===== config.mk =====
export PLATFORM = sky130hd
export DESIGN_NAME = pixel_generator
export DESIGN_NICKNAME = d
export VERILOG_FILES = /design/src/rtl/pg_pkg.sv /design/src/rtl/pg_regfile.sv /design/src/rtl/pixel_generator.sv /design/src/rtl/pixel_packer.sv /design/src/rtl/pixel_scan.sv /design/src/rtl/shade_lane.sv
export VERILOG_INCLUDE_DIRS = /design/src /design/src/rtl
export SDC_FILE = /design/constraint.sdc
export NUM_CORES = 2
export LEC_CHECK = 0
export BUFFER_PORTS_ARGS = -buffer_cell sky130_fd_sc_hd__buf_4
export CAP_MARGIN = 20
export CORE_MARGIN = 2
export CORE_UTILIZATION = 36
export CTS_CLUSTER_SIZE = 12
export DETAILED_ROUTE_END_ITERATION = 10
export PLACE_DENSITY = 0.56
export SYNTH_ARGS = -nofsm -noshare
export SYNTH_HDL_FRONTEND = slang
export SYNTH_SLANG_ARGS = --single-unit

===== constraint.sdc =====
create_clock -name out_stream_aclk -period 14.3 [get_ports out_stream_aclk]
set_input_delay 0.715 -clock out_stream_aclk [delete_from_list [all_inputs] [get_ports out_stream_aclk]]
set_output_delay 0.715 -clock out_stream_aclk [all_outputs]
set_load 0.01 [all_outputs]

===== src/rtl/pg_macros.svh =====
`ifndef PG_MACROS_SVH
`define PG_MACROS_SVH

// frame geometry in pixels
`define PG_WIDTH 16
`define PG_HEIGHT 8

// pixels per group, four 24-bit pixels fill three 32-bit beats
`define PG_LANES 4

// squared distance is shifted right by this before darkening
`define PG_FALLOFF_SHIFT 2

// groups held in the packer, also the credit count
`define PG_FIFO_DEPTH 4

// implemented config registers
`define PG_NUM_REGS 5

`endif


===== src/rtl/pg_pkg.sv =====
`default_nettype none

package pg_pkg;

    typedef logic [7:0]  coord_t;    // pixel x or y
    typedef logic [23:0] rgb_t;      // r 23:16, g 15:8, b 7:0
    typedef logic [16:0] dist_t;     // squared distance
    typedef logic [2:0]  reg_addr_t; // word index, addr 4:2

    typedef struct packed {
        logic   enable;
        coord_t center_x;
        coord_t center_y;
        dist_t  radius2;
        rgb_t   obj_color;
        rgb_t   bg_color;
    } pg_config_t;

    typedef struct packed {
        coord_t x0;  // x of first pixel in group
        coord_t y;
        logic   sof;
        logic   eol;
    } pixel_group_t;

    typedef struct packed {
        rgb_t color;
        logic sof;
        logic eol;
    } lane_out_t;

    typedef enum logic [2:0] {
        wr_idle,
        wr_have_addr,
        wr_have_data,
        wr_commit,
        wr_resp
    } wr_state_e;

    typedef enum logic [1:0] {
        rd_idle,
        rd_fetch,
        rd_data
    } rd_state_e;

endpackage

`default_nettype wire


===== src/rtl/pg_regfile.sv =====
`timescale 1ns/10ps
`default_nettype none

`include "pg_macros.svh"

module pg_regfile (
    input  wire                 out_stream_aclk,
    input  wire                 axi_resetn,

    input  wire  [7:0]          s_axi_lite_awaddr,
    input  wire                 s_axi_lite_awvalid,
    output logic                s_axi_lite_awready,
    input  wire  [31:0]         s_axi_lite_wdata,
    input  wire                 s_axi_lite_wvalid,
    output logic                s_axi_lite_wready,
    output logic [1:0]          s_axi_lite_bresp,
    output logic                s_axi_lite_bvalid,
    input  wire                 s_axi_lite_bready,

    input  wire  [7:0]          s_axi_lite_araddr,
    input  wire                 s_axi_lite_arvalid,
    output logic                s_axi_lite_arready,
    output logic [31:0]         s_axi_lite_rdata,
    output logic [1:0]          s_axi_lite_rresp,
    output logic                s_axi_lite_rvalid,
    input  wire                 s_axi_lite_rready,

    output pg_pkg::pg_config_t  cfg
);

    localparam logic [1:0] RESP_OKAY   = 2'b00;
    localparam logic [1:0] RESP_SLVERR = 2'b10;

    pg_pkg::wr_state_e wr_state;
    pg_pkg::rd_state_e rd_state;
    pg_pkg::reg_addr_t wr_addr;
    pg_pkg::reg_addr_t rd_addr;
    logic [31:0]       wr_data;
    logic [31:0]       regs [`PG_NUM_REGS];
    logic              wr_addr_ok;
    logic              rd_addr_ok;

    assign wr_addr_ok = (wr_addr < pg_pkg::reg_addr_t'(`PG_NUM_REGS));
    assign rd_addr_ok = (rd_addr < pg_pkg::reg_addr_t'(`PG_NUM_REGS));

    always_ff @(posedge out_stream_aclk) begin
        if (!axi_resetn) begin
            wr_state <= pg_pkg::wr_idle;
            for (int i = 0; i < `PG_NUM_REGS; i++) begin
                regs[i] <= '0;
            end
        end else begin
            case (wr_state)
                pg_pkg::wr_idle: begin
                    if (s_axi_lite_awvalid) wr_addr <= s_axi_lite_awaddr[4:2];
                    if (s_axi_lite_wvalid) wr_data <= s_axi_lite_wdata;
                    if (s_axi_lite_awvalid && s_axi_lite_wvalid) begin
                        wr_state <= pg_pkg::wr_commit;
                    end else if (s_axi_lite_awvalid) begin
                        wr_state <= pg_pkg::wr_have_addr;
                    end else if (s_axi_lite_wvalid) begin
                        wr_state <= pg_pkg::wr_have_data;
                    end
                end
                pg_pkg::wr_have_addr: begin // waiting for data
                    if (s_axi_lite_wvalid) begin
                        wr_data  <= s_axi_lite_wdata;
                        wr_state <= pg_pkg::wr_commit;
                    end
                end
                pg_pkg::wr_have_data: begin // waiting for address
                    if (s_axi_lite_awvalid) begin
                        wr_addr  <= s_axi_lite_awaddr[4:2];
                        wr_state <= pg_pkg::wr_commit;
                    end
                end
                pg_pkg::wr_commit: begin
                    if (wr_addr_ok) regs[wr_addr] <= wr_data; // bad index dropped
                    wr_state <= pg_pkg::wr_resp;
                end
                pg_pkg::wr_resp: begin
                    if (s_axi_lite_bready) wr_state <= pg_pkg::wr_idle;
                end
                default: wr_state <= pg_pkg::wr_idle;
            endcase
        end
    end

    assign s_axi_lite_awready = (wr_state == pg_pkg::wr_idle) ||
                                (wr_state == pg_pkg::wr_have_data);
    assign s_axi_lite_wready  = (wr_state == pg_pkg::wr_idle) ||
                                (wr_state == pg_pkg::wr_have_addr);
    assign s_axi_lite_bvalid  = (wr_state == pg_pkg::wr_resp);
    assign s_axi_lite_bresp   = wr_addr_ok ? RESP_OKAY : RESP_SLVERR;

    always_ff @(posedge out_stream_aclk) begin
        if (!axi_resetn) begin
            rd_state <= pg_pkg::rd_idle;
        end else begin
            case (rd_state)
                pg_pkg::rd_idle: begin
                    if (s_axi_lite_arvalid) begin
                        rd_addr  <= s_axi_lite_araddr[4:2];
                        rd_state <= pg_pkg::rd_fetch;
                    end
                end
                pg_pkg::rd_fetch: begin
                    s_axi_lite_rdata <= rd_addr_ok ? regs[rd_addr] : '0;
                    rd_state         <= pg_pkg::rd_data;
                end
                pg_pkg::rd_data: begin
                    if (s_axi_lite_rready) rd_state <= pg_pkg::rd_idle;
                end
                default: rd_state <= pg_pkg::rd_idle;
            endcase
        end
    end

    assign s_axi_lite_arready = (rd_state == pg_pkg::rd_idle);
    assign s_axi_lite_rvalid  = (rd_state == pg_pkg::rd_data);
    assign s_axi_lite_rresp   = rd_addr_ok ? RESP_OKAY : RESP_SLVERR;

    always_comb begin
        cfg.enable    = regs[0][0];
        cfg.center_x  = regs[1][7:0];
        cfg.center_y  = regs[1][15:8];
        cfg.radius2   = {1'b0, regs[2][15:0]};
        cfg.obj_color = regs[3][23:0];
        cfg.bg_color  = regs[4][23:0];
    end

endmodule

`default_nettype wire


===== src/rtl/pixel_generator.sv =====
`timescale 1ns/10ps
`default_nettype none

`include "pg_macros.svh"

module pixel_generator (
    input  wire         out_stream_aclk,
    input  wire         axi_resetn,

    output logic [31:0] out_stream_tdata,
    output logic [3:0]  out_stream_tkeep,
    output logic        out_stream_tlast,
    input  wire         out_stream_tready,
    output logic        out_stream_tvalid,
    output logic        out_stream_tuser,

    input  wire  [7:0]  s_axi_lite_araddr,
    output logic        s_axi_lite_arready,
    input  wire         s_axi_lite_arvalid,
    input  wire  [7:0]  s_axi_lite_awaddr,
    output logic        s_axi_lite_awready,
    input  wire         s_axi_lite_awvalid,
    input  wire         s_axi_lite_bready,
    output logic [1:0]  s_axi_lite_bresp,
    output logic        s_axi_lite_bvalid,
    output logic [31:0] s_axi_lite_rdata,
    input  wire         s_axi_lite_rready,
    output logic [1:0]  s_axi_lite_rresp,
    output logic        s_axi_lite_rvalid,
    input  wire  [31:0] s_axi_lite_wdata,
    output logic        s_axi_lite_wready,
    input  wire         s_axi_lite_wvalid
);

    pg_pkg::pg_config_t                  cfg;
    pg_pkg::pixel_group_t                group;
    logic                                issue;
    logic                                has_credit;
    pg_pkg::lane_out_t [`PG_LANES-1:0]   lane_pixels;
    logic [`PG_LANES-1:0]                lane_valid;

    pg_regfile u_regfile (
        .out_stream_aclk    (out_stream_aclk),
        .axi_resetn         (axi_resetn),
        .s_axi_lite_awaddr  (s_axi_lite_awaddr),
        .s_axi_lite_awvalid (s_axi_lite_awvalid),
        .s_axi_lite_awready (s_axi_lite_awready),
        .s_axi_lite_wdata   (s_axi_lite_wdata),
        .s_axi_lite_wvalid  (s_axi_lite_wvalid),
        .s_axi_lite_wready  (s_axi_lite_wready),
        .s_axi_lite_bresp   (s_axi_lite_bresp),
        .s_axi_lite_bvalid  (s_axi_lite_bvalid),
        .s_axi_lite_bready  (s_axi_lite_bready),
        .s_axi_lite_araddr  (s_axi_lite_araddr),
        .s_axi_lite_arvalid (s_axi_lite_arvalid),
        .s_axi_lite_arready (s_axi_lite_arready),
        .s_axi_lite_rdata   (s_axi_lite_rdata),
        .s_axi_lite_rresp   (s_axi_lite_rresp),
        .s_axi_lite_rvalid  (s_axi_lite_rvalid),
        .s_axi_lite_rready  (s_axi_lite_rready),
        .cfg                (cfg)
    );

    pixel_scan u_scan (
        .out_stream_aclk (out_stream_aclk),
        .axi_resetn      (axi_resetn),
        .cfg             (cfg),
        .has_credit      (has_credit),
        .group           (group),
        .issue           (issue)
    );

    for (genvar i = 0; i < `PG_LANES; i++) begin : g_lane
        shade_lane u_lane (
            .out_stream_aclk (out_stream_aclk),
            .axi_resetn      (axi_resetn),
            .x               (group.x0 + pg_pkg::coord_t'(i)),
            .y               (group.y),
            .in_valid        (issue),
            .in_sof          (group.sof),
            .in_eol          (group.eol),
            .cfg             (cfg),
            .pixel           (lane_pixels[i]),
            .out_valid       (lane_valid[i])
        );
    end

    pixel_packer u_packer (
        .out_stream_aclk   (out_stream_aclk),
        .axi_resetn        (axi_resetn),
        .pixels            (lane_pixels),
        .in_valid          (&lane_valid), // lanes run in lockstep
        .issue             (issue),
        .has_credit        (has_credit),
        .out_stream_tdata  (out_stream_tdata),
        .out_stream_tkeep  (out_stream_tkeep),
        .out_stream_tlast  (out_stream_tlast),
        .out_stream_tuser  (out_stream_tuser),
        .out_stream_tvalid (out_stream_tvalid),
        .out_stream_tready (out_stream_tready)
    );

endmodule

`default_nettype wire


===== src/rtl/pixel_packer.sv =====
`timescale 1ns/10ps
`default_nettype none

`include "pg_macros.svh"

module pixel_packer (
    input  wire                                   out_stream_aclk,
    input  wire                                   axi_resetn,
    input  wire pg_pkg::lane_out_t [`PG_LANES-1:0] pixels,
    input  wire                                   in_valid,
    input  wire                                   issue,
    output logic                                  has_credit,
    output logic [31:0]                           out_stream_tdata,
    output logic [3:0]                            out_stream_tkeep,
    output logic                                  out_stream_tlast,
    output logic                                  out_stream_tuser,
    output logic                                  out_stream_tvalid,
    input  wire                                   out_stream_tready
);

    localparam int DEPTH   = `PG_FIFO_DEPTH;
    localparam int PTR_W   = $clog2(DEPTH);
    localparam int CNT_W   = $clog2(DEPTH + 1);
    localparam int GROUP_W = `PG_LANES * 24;
    localparam int BEATS   = GROUP_W / 32;

    logic [GROUP_W-1:0] mem_data [DEPTH];
    logic               mem_sof  [DEPTH];
    logic               mem_eol  [DEPTH];
    logic [GROUP_W-1:0] in_word;
    logic [PTR_W-1:0]   wr_ptr;
    logic [PTR_W-1:0]   rd_ptr;
    logic [CNT_W-1:0]   count;
    logic [CNT_W-1:0]   credits;
    logic [1:0]         beat;
    logic               beat_fire;
    logic               pop;

    function automatic logic [PTR_W-1:0] next_ptr(input logic [PTR_W-1:0] p);
        return (p == PTR_W'(DEPTH - 1)) ? '0 : p + 1'b1;
    endfunction

    always_comb begin
        for (int i = 0; i < `PG_LANES; i++) begin
            in_word[i*24 +: 24] = pixels[i].color; // pixel 0 lowest
        end
    end

    assign beat_fire = out_stream_tvalid && out_stream_tready;
    assign pop       = beat_fire && (beat == 2'(BEATS - 1));

    // no full check, credits keep the fifo from overflowing
    always_ff @(posedge out_stream_aclk) begin
        if (in_valid) begin
            mem_data[wr_ptr] <= in_word;
            mem_sof[wr_ptr]  <= pixels[0].sof;
            mem_eol[wr_ptr]  <= pixels[0].eol;
        end
    end

    always_ff @(posedge out_stream_aclk) begin
        if (!axi_resetn) begin
            wr_ptr  <= '0;
            rd_ptr  <= '0;
            count   <= '0;
            credits <= CNT_W'(DEPTH);
            beat    <= '0;
        end else begin
            if (in_valid) wr_ptr <= next_ptr(wr_ptr);
            if (pop) rd_ptr <= next_ptr(rd_ptr);
            if (beat_fire) beat <= pop ? 2'd0 : beat + 2'd1;

            case ({in_valid, pop})
                2'b10:   count <= count + 1'b1;
                2'b01:   count <= count - 1'b1;
                default: count <= count;
            endcase

            case ({issue, pop}) // credit back on third beat
                2'b10:   credits <= credits - 1'b1;
                2'b01:   credits <= credits + 1'b1;
                default: credits <= credits;
            endcase
        end
    end

    assign has_credit        = (credits != '0);
    assign out_stream_tvalid = (count != '0);
    assign out_stream_tdata  = mem_data[rd_ptr][beat*32 +: 32];
    assign out_stream_tkeep  = 4'hf;
    assign out_stream_tuser  = (beat == 2'd0) && mem_sof[rd_ptr];
    assign out_stream_tlast  = (beat == 2'(BEATS - 1)) && mem_eol[rd_ptr];

endmodule

`default_nettype wire


===== src/rtl/pixel_scan.sv =====
`timescale 1ns/10ps
`default_nettype none

`include "pg_macros.svh"

module pixel_scan (
    input  wire                  out_stream_aclk,
    input  wire                  axi_resetn,
    input  wire pg_pkg::pg_config_t cfg,
    input  wire                  has_credit,
    output pg_pkg::pixel_group_t group,
    output logic                 issue
);

    localparam pg_pkg::coord_t LAST_X0 = pg_pkg::coord_t'(`PG_WIDTH - `PG_LANES);
    localparam pg_pkg::coord_t LAST_Y  = pg_pkg::coord_t'(`PG_HEIGHT - 1);

    pg_pkg::coord_t x0;
    pg_pkg::coord_t y;
    logic           running; // mid-frame, ignores enable
    logic           last_x;
    logic           last_y;

    assign last_x = (x0 == LAST_X0);
    assign last_y = (y == LAST_Y);

    // new frames only start at the boundary with enable set
    assign issue = has_credit && (running || cfg.enable);

    always_comb begin
        group.x0  = x0;
        group.y   = y;
        group.sof = (x0 == '0) && (y == '0);
        group.eol = last_x;
    end

    always_ff @(posedge out_stream_aclk) begin
        if (!axi_resetn) begin
            x0      <= '0;
            y       <= '0;
            running <= 1'b0;
        end else if (issue) begin
            if (last_x) begin
                x0 <= '0;
                y  <= last_y ? '0 : y + 1'b1;
            end else begin
                x0 <= x0 + pg_pkg::coord_t'(`PG_LANES);
            end
            running <= !(last_x && last_y);
        end
    end

endmodule

`default_nettype wire


===== src/rtl/shade_lane.sv =====
`timescale 1ns/10ps
`default_nettype none

`include "pg_macros.svh"

module shade_lane (
    input  wire                      out_stream_aclk,
    input  wire                      axi_resetn,
    input  wire pg_pkg::coord_t      x,
    input  wire pg_pkg::coord_t      y,
    input  wire                      in_valid,
    input  wire                      in_sof,
    input  wire                      in_eol,
    input  wire pg_pkg::pg_config_t  cfg,
    output pg_pkg::lane_out_t        pixel,
    output logic                     out_valid
);

    logic signed [8:0]  dx;
    logic signed [8:0]  dy;
    logic signed [17:0] dx2;
    logic signed [17:0] dy2;
    pg_pkg::dist_t      dist_q;
    pg_pkg::dist_t      falloff;
    logic               valid_q;
    logic               sof_q;
    logic               eol_q;

    function automatic logic [7:0] sub_sat(input logic [7:0] c, input pg_pkg::dist_t d);
        if (d >= {9'd0, c}) return 8'd0;
        return c - d[7:0];
    endfunction

    assign dx  = $signed({1'b0, x}) - $signed({1'b0, cfg.center_x});
    assign dy  = $signed({1'b0, y}) - $signed({1'b0, cfg.center_y});
    assign dx2 = dx * dx;
    assign dy2 = dy * dy;

    assign falloff = dist_q >> `PG_FALLOFF_SHIFT;

    always_ff @(posedge out_stream_aclk) begin
        if (!axi_resetn) begin
            valid_q   <= 1'b0;
            out_valid <= 1'b0;
        end else begin
            valid_q   <= in_valid;
            out_valid <= valid_q;
        end
    end

    always_ff @(posedge out_stream_aclk) begin
        dist_q <= pg_pkg::dist_t'(dx2 + dy2); // max 130050, fits 17 bits
        sof_q  <= in_sof;
        eol_q  <= in_eol;

        if (dist_q < cfg.radius2) begin
            pixel.color <= {sub_sat(cfg.obj_color[23:16], falloff),
                            sub_sat(cfg.obj_color[15:8], falloff),
                            sub_sat(cfg.obj_color[7:0], falloff)};
        end else begin
            pixel.color <= cfg.bg_color;
        end
        pixel.sof <= sof_q;
        pixel.eol <= eol_q;
    end

endmodule

`default_nettype wire

# == Word-level counts from Yosys, hierarchy flattened ==
# Memories as Yosys holds them, arrays and structs flattened. A register that Yosys moved wholly into a read port is not among the register bits.
# Index checks and enable logic that the tools add are counted.
# word_totals
elab_cells,228
input_bits,56
ff_bits,242
memories,4
out_inout_bits,80
mem_bits_rw,552
# memory_table
name,words,word_bits,rd,rd_ports_with_merged_regs,wr,line,source
u_packer.mem_data,4,96,1,1,1,pixel_packer.sv:27,logic [GROUP_W-1:0] mem_data [DEPTH];
u_regfile.regs,5,32,6,1,5,pg_regfile.sv:39,logic [31:0] regs [`PG_NUM_REGS];
u_packer.mem_eol,4,1,1,1,1,pixel_packer.sv:29,logic mem_eol [DEPTH];
u_packer.mem_sof,4,1,1,1,1,pixel_packer.sv:28,logic mem_sof [DEPTH];
# classes
mul,5
shift,1
n_reduce_logical,32
mux,87
add_sub_neg,33
n_eq_ne,21
magnitude_cmp,18
# ops
cell,n
$mux W8,26
$ge A15 B8 Y1,12
$mux W24,4
$shiftx A96 B8 Y32,1
$sub A8 B8 Y8,12
$mul A9 B9 Y17,5
$add A17 B17 Y17,4
$lt A17 B16 Y1,4
$sub A8 B8 Y9,5
$mux W1,32
$mux W32,1
$reduce_or A32 Y1,1
$mux W2,13
$mux W3,7
$add A8 B1 Y8 const B,2
$add A8 B2 Y8 const B,2
$logic_not A8 Y1,2
$pmux W3 S5,1
$eq A2 B2 Y1 const B,6
$pmux W3 S2,2
$reduce_and A3 Y1,3
$add A8 B3 Y8 const B,1
$eq A8 B3 Y1 const B,1
$eq A8 B4 Y1 const B,1
22 further kinds,49

# == Longest topological paths before layout ==
# logic_depth
word_depth,7
mapped_depth,40
mapped_depth_nobuf,40

# == By module ==
# Synthesis repeated with hierarchy kept, for this count alone.
# unflattened
hier_cells,5348
hier_area_um2,61941.9
# modules_own_cells
module,cells_per_inst,n_inst,area_per_inst_um2
pixel_packer,706,1,15421.0
pg_regfile,682,1,10244.8
shade_lane at g_lane[0].u_lane,963,1,8804.7
shade_lane at g_lane[3].u_lane,958,1,8797.2
shade_lane at g_lane[2].u_lane,944,1,8789.7
shade_lane at g_lane[1].u_lane,954,1,8754.6
pixel_scan,92,1,785.8
pixel_generator,49,1,344.1

# == Worst setup path after synthesis ==
# OpenSTA, ideal clock, no wires.
# synth_path
path_kind,register to register
startpoint,reg u_scan.y[0]
endpoint,reg g_lane[0].u_lane.dist_q[16]
path_stages_with_launch,36
t_arrival_ns,8.560
path_buffers,1
slack_ns,5.610
setup_time_ns,0.130
t_required_ns,14.170
period_less_slack_ns,8.690
cell_sequence,dfxtp_1 inv_1 ha_1 fa_1 nor2b_1 o21ai_1 a21boi_1 o21ai_1 a21boi_1 o21a_1 clkbuf_1 nor3_1 fa_1 inv_1 fa_1 inv_1 fa_1 fa_1 inv_1 fa_1 inv_1 ha_1 xnor2_1 inv_1 fa_1 fa_1 fa_1 inv_1 ha_1 o21a_1 o31a_1 nor4_1 nor3_1 a2111oi_2 a21oi_1 xnor3_1
# synth_via
elab_chain_cells,3
# synth_lines
element,line,source
"start, declared",pixel_scan.sv:19,pg_pkg::coord_t y;
"start signal, assigned",pixel_scan.sv:45,y <= last_y ? '0 : y + 1'b1;
$sub A8 B8 Y9,shade_lane.sv:35,"assign dy = $signed({1'b0, y}) - $signed({1'b0, cfg.center_y});"
$mul A9 B9 Y17,shade_lane.sv:37,assign dy2 = dy * dy;
$add A17 B17 Y17,shade_lane.sv:52,dist_q <= pg_pkg::dist_t'(dx2 + dy2);
"end signal, assigned",shade_lane.sv:52,
"end, declared",shade_lane.sv:23,pg_pkg::dist_t dist_q;
# No other way between the ends.
# A chain may end at the register's enable or synchronous reset.

==> impl_results.md <==
* Top-count cell post-synth: inv_1
* Bufs on Longest Clock Path at 3
* Worst path bufs/invs at 7
* CP top delay family: adder cells
* Distinct cells, synth at 85
* Vias at 32400
* Final Critical Period at 10.07 ns
* Register Area at 22700 um2
* Routability cong. at 0.961
* Async set or reset register ratio after synthesis at 0%
* Worst Path Arrival at 10.62 ns
* Cell Rows at 140
* Synth Warn # at 0
* Post-Syn Area at 52400 um2
* Worst min path class: in -> reg
* Sequential fraction of the synthesis area at 43.3%
* Post-DP HPWL at 104 mm
* Port Buffers at 119
* FF+latch count, synth at 822
* R2R setup slack at 4.23 ns
* Area growth from synthesis to layout at 11.7%
* EDFF count, synth at 622
* DR top layer: met5
* Fin. max-slew vios at 0
* Clk_skew at 0.0318 ns
* Starting Density at 36.1%
* Max Cap Viol at 0
* Share of layout cells above drive strength 1 at 10.7%
* Area fraction of the dominant cell type after synthesis at 35.6%
* Dpl cells at 6302
* Die area at 149000 um2
* Setup-failing EPs final at 0
* Largest net degree at the start of global routing at 59
* RSZ-0062 raised after global routing: no
* Tcrit/Tclk final at 70.4%
* Vias in the first global route at 32800
* Clk_lat worst skew at 0.67 ns
* CP Capture Type: flop
* Synth top area cells: edfxtp_1 (36%), fa_1 (13%), ha_1 (11%)
* Mapped Avg Cell Area at 12.1 um2
* Critical Path Start Type: flop
* Layout Cells excl Fill at 6470
* Slowest-stage cell, CP: xnor2_1
* Total gr overflow at 0
* Multi-input gate area at 26700 um2
* DRC violations left at 0
* IO Pins at 136
* Via/cell ratio at 5.01
* Setup TNS at 0 ns
* TritonCTS clock tree: done
* CTS Sinks at 822
* Post-CTS Repair Setup Buffers at 0
* Final hold vios at 0
* Detail Route met2 WL at 66.7 mm
* Pre-CTS WS at 4.10 ns
* Nets at 5359
* Post-Synthesis Cells at 4335
* Die X at 386 um
* Total CTS buffers at 90
* Most common flop cell mapped by yosys: edfxtp_1
* Fillers at 13700
* Outcome: finished, final reports clean
* Final WL at 138 mm
* Relative slew slack at 25.3%
* Worst path most repeated cell: fa_1
* Worst-Margin Slew at 1.11 ns
* WS Path Type: reg -> reg
* Yosys top cell by area: edfxtp_1
* Final worst slack at 4.23 ns
* Routed wire length per instance at 21.3 um
* Final hold slack at 0.228 ns
* DR WL met3 at 5.70 mm
* Core area at 145000 um2
* CTS resizes at 0
* Routed Antenna Nets at 0
* Total track usage at 18.7%
* 1st-iter DRT viols at 2192
* WP data required at 14.85 ns
* DR pass1 iterations at 7
* Post-CTS Hold Fix Bufs at 0
* First-pass GRT wire length at 209 mm
* H-tree levels at 3
* Critical path's largest stage delay at 0.60 ns
* Root Buffer: clkbuf_16
* FMAX at 0.0993 GHz
* Top post-synthesis cells by count: inv_1 (656), edfxtp_1 (622), ha_1 (480), fa_1 (345), nand2_1 (201)
* Die Span Y at 386 um
* Metal1 wirelength at 62.4 mm
* Initial antenna violation count at 10
* Worst-path clk slew at 0.06 ns
* Max FO, Critical Path at 7
-- sequential cells by signal, indices dropped and copies added, names as in the netlist, 3 cells and up, named ones only --
name	cells
g_lane.u_lane.dist_q	64
g_lane.u_lane.pixel	98
u_packer.count	3
u_packer.credits	3
u_packer.mem_data	384
u_packer.mem_eol	4
u_packer.mem_sof	4
u_regfile.rd_addr	3
u_regfile.regs	160
u_regfile.s_axi_lite_rdata	32
u_regfile.wr_addr	3
u_regfile.wr_data	32
u_regfile.wr_state	3
u_scan.x0	6
u_scan.y	8
-- cell families (layout without fill, tap and decap cells) --
logic type	count (synthesis)	after routing	share of synthesized area, %
AND/OR/NAND/NOR	934	934	9.21
adder cells (fa/ha/maj)	825	825	24.6
flip-flops	822	822	43.3
buffers and inverters	801	1013	5.84
XOR/XNOR	182	182	3.08
AO/OA/AOI/OAI	600	600	7.61
multiplexers	169	169	6.33
other	2	8	0.0143
-- final cells by class --
| type | instances | share of cell area, % |
|---|---|---|
| Multi-Input combinational cell | 2716 | 45.7 |
| Timing Repair Buffer | 170 | 2.18 |
| Clock inverter | 27 | 0.485 |
| Tap cell | 1917 | 4.10 |
| Clock buffer | 138 | 4.47 |
| Inverter | 678 | 4.35 |
| Sequential cell | 822 | 38.8 |
| Antenna cell | 2 | 0.00855 |
-- worst paths after layout --
path                                            from                                   to  cells past startpoint
setup / recovery  u_regfile.regs[1][8]$_SDFFCE_PN0P_  g_lane[0].u_lane.dist_q[16]$_DFF_P_                     34
hold / removal                  s_axi_lite_wdata[12]      u_regfile.wr_data[12]$_DFFE_PP_                      1
setup reg to reg  u_regfile.regs[1][8]$_SDFFCE_PN0P_  g_lane[0].u_lane.dist_q[16]$_DFF_P_                     34
hold reg to reg       g_lane[0].u_lane.eol_q$_DFF_P_    g_lane[0].u_lane.pixel[0]$_DFF_P_                      0
-- metal layers --
layer / track usage (%) / vias up
li1: - / 15300
met1: 25.9 / 16300
met2: 31.3 / 703
met5: 0 / -
met4: 4.76 / 2
met3: 2.00 / 147
-- cell usage in the layout (no fill, tap or decap), types with 11 or more instances in the layout --
master     instances
a21o_1            64
nand3_1           59
o31ai_1           42
inv_2             17
nand2_1          201
nor3b_1           11
nor4_1            13
edfxtp_1         622
inv_1            656
clkbuf_1          35
mux4_2           130
a22o_1            44
fa_1             345
nor2_1           171
a21oi_1          115
buf_4            169
nand4_1           22
mux2i_1           37
dfxtp_1          197
o21ai_1           75
or3_1             31
o21a_1            40
xnor2_1          134
ha_1             480
xor2_1            46
a21boi_1          11
clkbuf_16         95
and2_1           163
o21ai_0           80
nand2b_1          40
o22ai_1           35
nor2b_1           59
nor3_1            67
and3_1            51
-- metrics by stage --
stage                     utilization (%)  cell area [um2]
after floorplan                         -            52400
after global placement               38.4            55600
after detailed placement             38.4            55600
after CTS                            40.4            58500
after global routing                 40.4            58500
final                                40.4            58600
Power is left out: the tool's default activity adds up to more than one toggle a clock period on the data nets, which glitch-free logic cannot reach.
